File: config.mk
export PLATFORM = sky130hd
export DESIGN_NAME = cnt_timer_top
export DESIGN_NICKNAME = d
export VERILOG_FILES = /design/src/cnt_types_pkg.sv /design/src/cnt_msg_pkg.sv /design/src/cnt_timer_top.sv /design/src/cnt_expiry_out.sv /design/src/cnt_segmented_counter.sv /design/src/cnt_segment.sv /design/src/cnt_load_intake.sv
export VERILOG_INCLUDE_DIRS = /design/src
export SDC_FILE = /design/constraint.sdc
export NUM_CORES = 1
export LEC_CHECK = 0
export BUFFER_PORTS_ARGS = -buffer_cell sky130_fd_sc_hd__buf_2
export CORE_ASPECT_RATIO = 1.2
export CORE_MARGIN = 2
export CORE_UTILIZATION = 62
export CTS_CLUSTER_DIAMETER = 120
export DETAILED_ROUTE_END_ITERATION = 12
export GPL_TIMING_DRIVEN = 0
export PLACE_DENSITY = 0.82
export SYNTH_ARGS = -nofsm -noshare
export SYNTH_HDL_FRONTEND = slang
export SYNTH_SLANG_ARGS = --single-unit
export TNS_END_PERCENT = 1
File: constraint.sdc
create_clock -name clk -period 4.7 [get_ports clk]
set_input_delay 0.47 -clock clk [delete_from_list [all_inputs] [get_ports clk]]
set_output_delay 0.47 -clock clk [all_outputs]
set_load 0.01 [all_outputs]
File: src/cnt_macros.svh
// Sizing constants for the segmented down-count timer
// Include wherever widths, depths or credit counts are needed
`ifndef CNT_MACROS_SVH
`define CNT_MACROS_SVH

// Start value width
`define CNT_WIDTH 16

// One counter segment
`define CNT_SEG_WIDTH 4

// Segments needed to cover the start value, rounded up
`define CNT_N_SEG ((`CNT_WIDTH + `CNT_SEG_WIDTH - 1) / `CNT_SEG_WIDTH)

`define CNT_PAD_WIDTH (`CNT_N_SEG * `CNT_SEG_WIDTH) // Start value padded to whole segments

`define CNT_TAG_WIDTH 4 // Command tag carried through to the event

// Command queue entries, also upstream credits after reset
`define CNT_CMD_DEPTH 4

`define CNT_EVT_CREDITS_INIT 2 // Downstream credits held after reset

// Wide enough for 0 to CNT_CMD_DEPTH
`define CNT_CREDIT_WIDTH 3

`endif
File: src/cnt_types_pkg.sv
// Width typedefs shared by every timer block
// Import where a count, segment, tag or credit value is declared
`default_nettype none

`include "cnt_macros.svh"

package cnt_types_pkg;

    // Start value and running count
    typedef logic [`CNT_WIDTH-1:0] count_t;

    // Count split across whole segments
    typedef logic [`CNT_PAD_WIDTH-1:0] padded_t;

    typedef logic [`CNT_SEG_WIDTH-1:0] seg_t; // One down-count digit

    // Command identifier
    typedef logic [`CNT_TAG_WIDTH-1:0] tag_t;

    typedef logic [`CNT_CREDIT_WIDTH-1:0] credit_t; // Credit or occupancy count

endpackage

`default_nettype wire

File: src/cnt_msg_pkg.sv
// Message formats moving between upstream, the timer and downstream
// Load commands come in, expiry events go out
`default_nettype none

package cnt_msg_pkg;

    import cnt_types_pkg::*;

    // Upstream load request
    typedef struct packed {
        tag_t   tag;   // Returned unchanged in the event
        count_t start; // Ticks until expiry
    } load_cmd_t;

    // Downstream expiry report
    typedef struct packed {
        tag_t   tag;   // Tag of the expired command
        count_t start; // Start value it was loaded with
    } expiry_evt_t;

endpackage

`default_nettype wire

File: src/cnt_timer_top.sv
// Top of the one-channel down-count timer
// Commands in through credits, expiry events out through credits
`timescale 1ns/1ps
`default_nettype none

module cnt_timer_top (
    input  logic                     clk,
    input  logic                     rst_n,
    input  logic                     tick,       // External count strobe
    input  logic                     cmd_valid,
    input  cnt_msg_pkg::load_cmd_t   cmd,
    input  logic                     evt_credit, // From downstream
    output logic                     cmd_credit, // To upstream
    output logic                     evt_valid,
    output cnt_msg_pkg::expiry_evt_t evt,
    output logic                     done
);

    import cnt_msg_pkg::*;

    // Queue head to the counter
    logic        q_valid;
    logic        q_pop;
    load_cmd_t   q_cmd;

    // Counter to the output stage
    logic        exp_valid;
    logic        exp_take;
    expiry_evt_t exp_evt;

    cnt_load_intake i_intake (
        .clk        (clk),
        .rst_n      (rst_n),
        .cmd_valid  (cmd_valid),
        .cmd        (cmd),
        .q_pop      (q_pop),
        .q_valid    (q_valid),
        .q_cmd      (q_cmd),
        .cmd_credit (cmd_credit)
    );

    cnt_segmented_counter i_counter (
        .clk       (clk),
        .rst_n     (rst_n),
        .tick      (tick),
        .q_valid   (q_valid),
        .q_cmd     (q_cmd),
        .exp_take  (exp_take),
        .q_pop     (q_pop),
        .exp_valid (exp_valid),
        .exp_evt   (exp_evt),
        .done      (done)
    );

    cnt_expiry_out i_expiry (
        .clk        (clk),
        .rst_n      (rst_n),
        .exp_valid  (exp_valid),
        .exp_evt    (exp_evt),
        .evt_credit (evt_credit),
        .exp_take   (exp_take),
        .evt_valid  (evt_valid),
        .evt        (evt)
    );

endmodule

`default_nettype wire

File: src/cnt_expiry_out.sv
// Expiry event output stage with downstream credit flow control
// One event is held; it leaves only while a credit is available
`timescale 1ns/1ps
`default_nettype none

`include "cnt_macros.svh"

module cnt_expiry_out (
    input  logic                     clk,
    input  logic                     rst_n,
    input  logic                     exp_valid,  // Counter has an event
    input  cnt_msg_pkg::expiry_evt_t exp_evt,
    input  logic                     evt_credit, // Downstream returns one credit
    output logic                     exp_take,
    output logic                     evt_valid,  // One cycle per event
    output cnt_msg_pkg::expiry_evt_t evt
);

    import cnt_types_pkg::*;
    import cnt_msg_pkg::*;

    expiry_evt_t hold_evt;    // Holding register
    logic        hold_full;
    credit_t     credit_cnt;  // Downstream credits in hand
    logic        send;

    assign send = hold_full && (credit_cnt != '0);

    // Accept when empty or emptying this cycle
    assign exp_take  = exp_valid && (!hold_full || send);
    assign evt_valid = send;
    assign evt       = hold_evt;

    always_ff @(posedge clk) begin
        if (exp_take) begin
            hold_evt <= exp_evt;
        end
    end

    always_ff @(posedge clk) begin
        if (!rst_n) begin
            hold_full <= 1'b0;
        end else if (exp_take) begin
            hold_full <= 1'b1; // Refilled even when sending
        end else if (send) begin
            hold_full <= 1'b0;
        end
    end

    always_ff @(posedge clk) begin
        if (!rst_n) begin
            credit_cnt <= credit_t'(`CNT_EVT_CREDITS_INIT);
        end else begin
            // Spend and return together cancel out
            case ({send, evt_credit})
                2'b10:   credit_cnt <= credit_cnt - 1'b1;
                2'b01:   credit_cnt <= credit_cnt + 1'b1;
                default: credit_cnt <= credit_cnt;
            endcase
        end
    end

endmodule

`default_nettype wire

File: src/cnt_segmented_counter.sv
// Timer core built from chained down-count segments
// Pops a command when idle, counts ticks down and holds expiry until taken
`timescale 1ns/1ps
`default_nettype none

`include "cnt_macros.svh"

module cnt_segmented_counter (
    input  logic                     clk,
    input  logic                     rst_n,
    input  logic                     tick,      // External count strobe
    input  logic                     q_valid,
    input  cnt_msg_pkg::load_cmd_t   q_cmd,
    input  logic                     exp_take,  // Output side accepted event
    output logic                     q_pop,
    output logic                     exp_valid,
    output cnt_msg_pkg::expiry_evt_t exp_evt,
    output logic                     done       // Zero with a command held
);

    import cnt_types_pkg::*;
    import cnt_msg_pkg::*;

    typedef enum logic [1:0] {
        IDLE,    // Nothing held
        COUNT,   // Loaded, counting ticks
        EXPIRED  // At zero, event waiting
    } state_t;

    state_t                state;
    load_cmd_t             held_cmd;  // Tag and start of the running command
    padded_t               load_pad;
    logic [`CNT_N_SEG:0]   borrow;    // Ripple chain, bit 0 is the tick
    logic [`CNT_N_SEG-1:0] seg_zero;
    logic                  zero;
    logic                  held;
    logic                  busy;

    assign zero = &seg_zero; // Every digit at zero
    assign held = (state != IDLE);
    assign busy = (state == COUNT) && !zero;

    assign q_pop     = (state == IDLE) && q_valid;
    assign borrow[0] = tick && busy;

    // Start value spread over the digits, loaded on a pop
    assign load_pad = padded_t'(q_cmd.start);

    for (genvar i = 0; i < `CNT_N_SEG; i++) begin : gen_seg
        cnt_segment i_seg (
            .clk        (clk),
            .rst_n      (rst_n),
            .load       (q_pop),
            .load_val   (load_pad[i*`CNT_SEG_WIDTH +: `CNT_SEG_WIDTH]),
            .borrow_in  (borrow[i]),
            .count      (),
            .borrow_out (borrow[i+1]),
            .is_zero    (seg_zero[i])
        );
    end

    assign done          = held && zero;
    assign exp_valid     = done;
    assign exp_evt.tag   = held_cmd.tag;
    assign exp_evt.start = held_cmd.start;

    always_ff @(posedge clk) begin
        if (q_pop) begin
            held_cmd <= q_cmd;
        end
    end

    always_ff @(posedge clk) begin
        if (!rst_n) begin
            state <= IDLE;
        end else begin
            case (state)
                IDLE: begin
                    if (q_valid) begin
                        state <= COUNT;
                    end
                end
                COUNT: begin
                    // Taken at once if the output side is free
                    if (zero) begin
                        state <= exp_take ? IDLE : EXPIRED;
                    end
                end
                EXPIRED: begin
                    if (exp_take) begin
                        state <= IDLE;
                    end
                end
                default: state <= IDLE;
            endcase
        end
    end

endmodule

`default_nettype wire

File: src/cnt_segment.sv
// One digit of the segmented down counter
// Borrow in decrements; borrow out passes on when this digit wraps
`timescale 1ns/1ps
`default_nettype none

module cnt_segment (
    input  logic                clk,
    input  logic                rst_n,
    input  logic                load,       // Load wins over decrement
    input  cnt_types_pkg::seg_t load_val,
    input  logic                borrow_in,  // Decrement request
    output cnt_types_pkg::seg_t count,
    output logic                borrow_out, // Next digit decrements
    output logic                is_zero
);

    assign is_zero    = (count == '0);
    assign borrow_out = borrow_in && is_zero; // Wrap from 0 to max

    always_ff @(posedge clk) begin
        if (!rst_n) begin
            count <= '0; // Idle at zero
        end else if (load) begin
            count <= load_val;
        end else if (borrow_in) begin
            count <= count - 1'b1;
        end
    end

endmodule

`default_nettype wire

File: src/cnt_load_intake.sv
// Load command queue in front of the counter
// Upstream holds one credit per free entry; each pop returns one
`timescale 1ns/1ps
`default_nettype none

`include "cnt_macros.svh"

module cnt_load_intake (
    input  logic                   clk,
    input  logic                   rst_n,
    input  logic                   cmd_valid,  // Upstream command strobe
    input  cnt_msg_pkg::load_cmd_t cmd,
    input  logic                   q_pop,      // Counter takes the head entry
    output logic                   q_valid,    // Queue not empty
    output cnt_msg_pkg::load_cmd_t q_cmd,      // Head entry
    output logic                   cmd_credit  // One credit back to upstream
);

    import cnt_types_pkg::*;
    import cnt_msg_pkg::*;

    localparam int PTR_W = (`CNT_CMD_DEPTH > 1) ? $clog2(`CNT_CMD_DEPTH) : 1;

    load_cmd_t        mem [`CNT_CMD_DEPTH]; // Entry storage
    logic [PTR_W-1:0] wr_ptr;
    logic [PTR_W-1:0] rd_ptr;
    credit_t          occ;                  // Entries held
    logic             full;
    logic             push;
    logic             pop;

    assign full    = (occ == credit_t'(`CNT_CMD_DEPTH));
    assign q_valid = (occ != '0);
    assign q_cmd   = mem[rd_ptr];

    // Overflow write without a credit is dropped
    assign push = cmd_valid && !full;
    assign pop  = q_pop && q_valid;

    assign cmd_credit = pop; // Same cycle as the pop

    // Entry write, no reset on payload
    always_ff @(posedge clk) begin
        if (push) begin
            mem[wr_ptr] <= cmd;
        end
    end

    always_ff @(posedge clk) begin
        if (!rst_n) begin
            wr_ptr <= '0;
            rd_ptr <= '0;
            occ    <= '0;
        end else begin
            if (push) begin
                // Wrap at depth, also for non power of two
                if (wr_ptr == PTR_W'(`CNT_CMD_DEPTH - 1)) begin
                    wr_ptr <= '0;
                end else begin
                    wr_ptr <= wr_ptr + 1'b1;
                end
            end
            if (pop) begin
                if (rd_ptr == PTR_W'(`CNT_CMD_DEPTH - 1)) begin
                    rd_ptr <= '0;
                end else begin
                    rd_ptr <= rd_ptr + 1'b1;
                end
            end
            // Push and pop together leave occupancy alone
            case ({push, pop})
                2'b10:   occ <= occ + 1'b1;
                2'b01:   occ <= occ - 1'b1;
                default: occ <= occ;
            endcase
        end
    end

endmodule

`default_nettype wire

==> flow_metrics.tcl <==
set metrics [dict create \
    grt_overflow_total 0 \
    io_pins 48 \
    synth-seq-area-share_pct 70.48 \
    insertion_delay_ns 0.42 \
    critPathLaunchType "flip-flop" \
    rows 39 \
    critPathMaxFanout 13 \
    crit_arrival_ns 2.86 \
    drt-total-wl_mm 11.30 \
    cts_resized 0 \
    die_area_mm2 0.01047 \
    drive_above_1_share_pct 26.70 \
    end_kind "flip-flop" \
    critPathRequiredTime_ns 4.82 \
    drv_cap 0 \
    antenna_found_initial 0 \
    dpl.cell_count 535 \
    numCtsBuffers 17 \
    synth.distinct_cells 56 \
    die_height_um 111.7 \
    clock_skew_ns 0.009079 \
    grt_setup_unrepaired "false" \
    critPathKind "flip-flop to flip-flop" \
    slew_headroom_pct 26.13 \
    grt_pass1_wl_mm 18.08 \
    slew_violations 0 \
    viasPerCell 6.097 \
    dp_slack_ns 1.998 \
    clk_path_buf_depth 2 \
    grt_max_degree 32 \
    area_delta_synth_final_pct 16.39 \
    antennaDiodeCount 0 \
    postCtsSetupBuffers 0 \
    worst_pin_slew_ns 1.108 \
    synth-edff-count 120 \
    grt_pass1_vias 3595 \
    gp_congestion 0.8376 \
    cts_max_level 4 \
    cts.sinks 151 \
    status "finished, final reports clean" \
    finalHoldViolations 0 \
    ir_worst_vdd_uv 394.6 \
    synth_top_area_cell "edfxtp_1" \
    cts_hold_buf 0 \
    io_buffers 46 \
    route.detailed.drc 0 \
    post-route-min-period_ns 2.745 \
    start_util_pct 63.31 \
    synth_cells 365 \
    die-width_um 93.75 \
    netlist_top_cells_count "120 x edfxtp_1, 31 x dfxtp_1, 20 x inv_1, 20 x mux4_2, 15 x ha_1" \
    hold_class "input port to flip-flop" \
    synthArstFlopShare_pct 0 \
    grtUsageTotal_pct 23.47 \
    nets 473 \
    synth.avg_cell_area_um2 16.42 \
    fin_area_mm2 0.006975 \
    hpwl_mm 6.955 \
    wl_per_cell_um 20.00 \
    cts_tree "built" \
    vias 3445 \
    max_freq_mhz 364.3 \
    placed_area_mm2 0.006394 \
    hold_ws_ns 0.2624 \
    synth.top_cell.area_share_pct 60.13 \
    dr.pass1.iters 6 \
    clk_pin_slew_ns 0.06 \
    fin_util_pct 73.68 \
    timing.final.crit_share_pct 58.40 \
    synthFlopType "edfxtp_1" \
    instances_no_fill 565 \
    p_total_mw 4.490 \
    p_leak_nw 2.459 \
    setup_viol_count_final 0 \
    ys_seq_elements 151 \
    core_mm2 0.009467 \
    cts_root_buffer "clkbuf_16" \
    finalSetupTns_ns 0 \
    yosysMostFrequentCell "edfxtp_1" \
    synth_warnings 0 \
    drt.antenna.violating_nets 0 \
    drt_iter0_drc 360 \
    synthTopCellsByArea "edfxtp_1 60%, dfxtp_1 10%, mux4_2 7.5%" \
    syn_nets 407 \
    power.density_mw_per_mm2 643.7 \
    setup_ws_ns 1.955 \
    netlist_area_mm2 0.005993 \
]
## where the power goes
group          total, mW  switching, mW  internal, mW
logic               1.23          0.750         0.477
clock network       1.34          0.512         0.826
registers           1.93          0.128          1.80
## worst max-delay path: stages (launching register included)
cell     delay (ns)
dfxtp_1        0.32
inv_1          0.13
ha_1           0.19
nor3b_4        0.34
nand4_2        0.29
buf_2          0.29
nor3_2         0.62
buf_6          0.27
## final timing paths
path	slack (ns)	end	startpoint	cells after the start
setup / recovery	1.95	i_expiry.evt[17]	i_counter.gen_seg[2].i_seg.count[0]	7
hold / removal	0.26	i_intake.mem[2][7]	cmd[7]	1
setup reg to reg	1.95	i_expiry.evt[17]	i_counter.gen_seg[2].i_seg.count[0]	7
hold reg to reg	0.42	i_expiry.evt[4]	i_counter.exp_evt[4]	0
## per-layer routing
metal,vias up,track usage (%),wire length (um)
li1,1566,-,-
met1,1708,29.62,4443
met2,143,39.10,5904
met3,28,5.548,661
met4,0,9.855,287
met5,-,0,0
## logic make-up (layout without fill, tap and decap cells)
| logic type | after synthesis | after routing | synth area share (%) |
|---|---|---|---|
| flops | 151 | 151 | 70.48 |
| mux | 23 | 23 | 8.017 |
| compound gates | 53 | 53 | 6.138 |
| buf+inv | 35 | 112 | 2.609 |
| simple gates | 82 | 82 | 8.372 |
| xor+xnor | 4 | 4 | 0.5845 |
| fa+ha+maj | 17 | 17 | 3.800 |
## sequential cells by signal (all words and copies together), names as in the netlist, named ones only
name,count
i_expiry.evt,20
i_counter.state,2
i_counter.exp_evt,20
i_intake.wr_ptr,2
i_intake.mem,80
i_intake.occ,3
i_expiry.credit_cnt,3
i_expiry.hold_full,1
i_counter.gen_seg.i_seg.count,16
i_intake.rd_ptr,2
## cell usage in the layout, fill, tap and decap left out, types with 8 or more instances in the layout
master	count
edfxtp_1	120
buf_2	51
dfxtp_1	31
inv_1	20
mux4_2	20
clkbuf_16	17
ha_1	15
nor2_1	13
nand3_1	12
o21ai_0	11
a21oi_1	10
a31oi_1	8
nand2_1	8
## area by class of cell
cell class,instances,area [um2]
clock inverters,13,156.4
multi-input cells,179,1618
repair buffers,47,241.5
well taps,123,153.9
fillers,591,2491
inverters,22,82.58
clock buffers,17,425.4
plain buffers,13,73.82
flip-flops and latches,151,4224
Note: power is estimated with default switching activity, not from simulation.
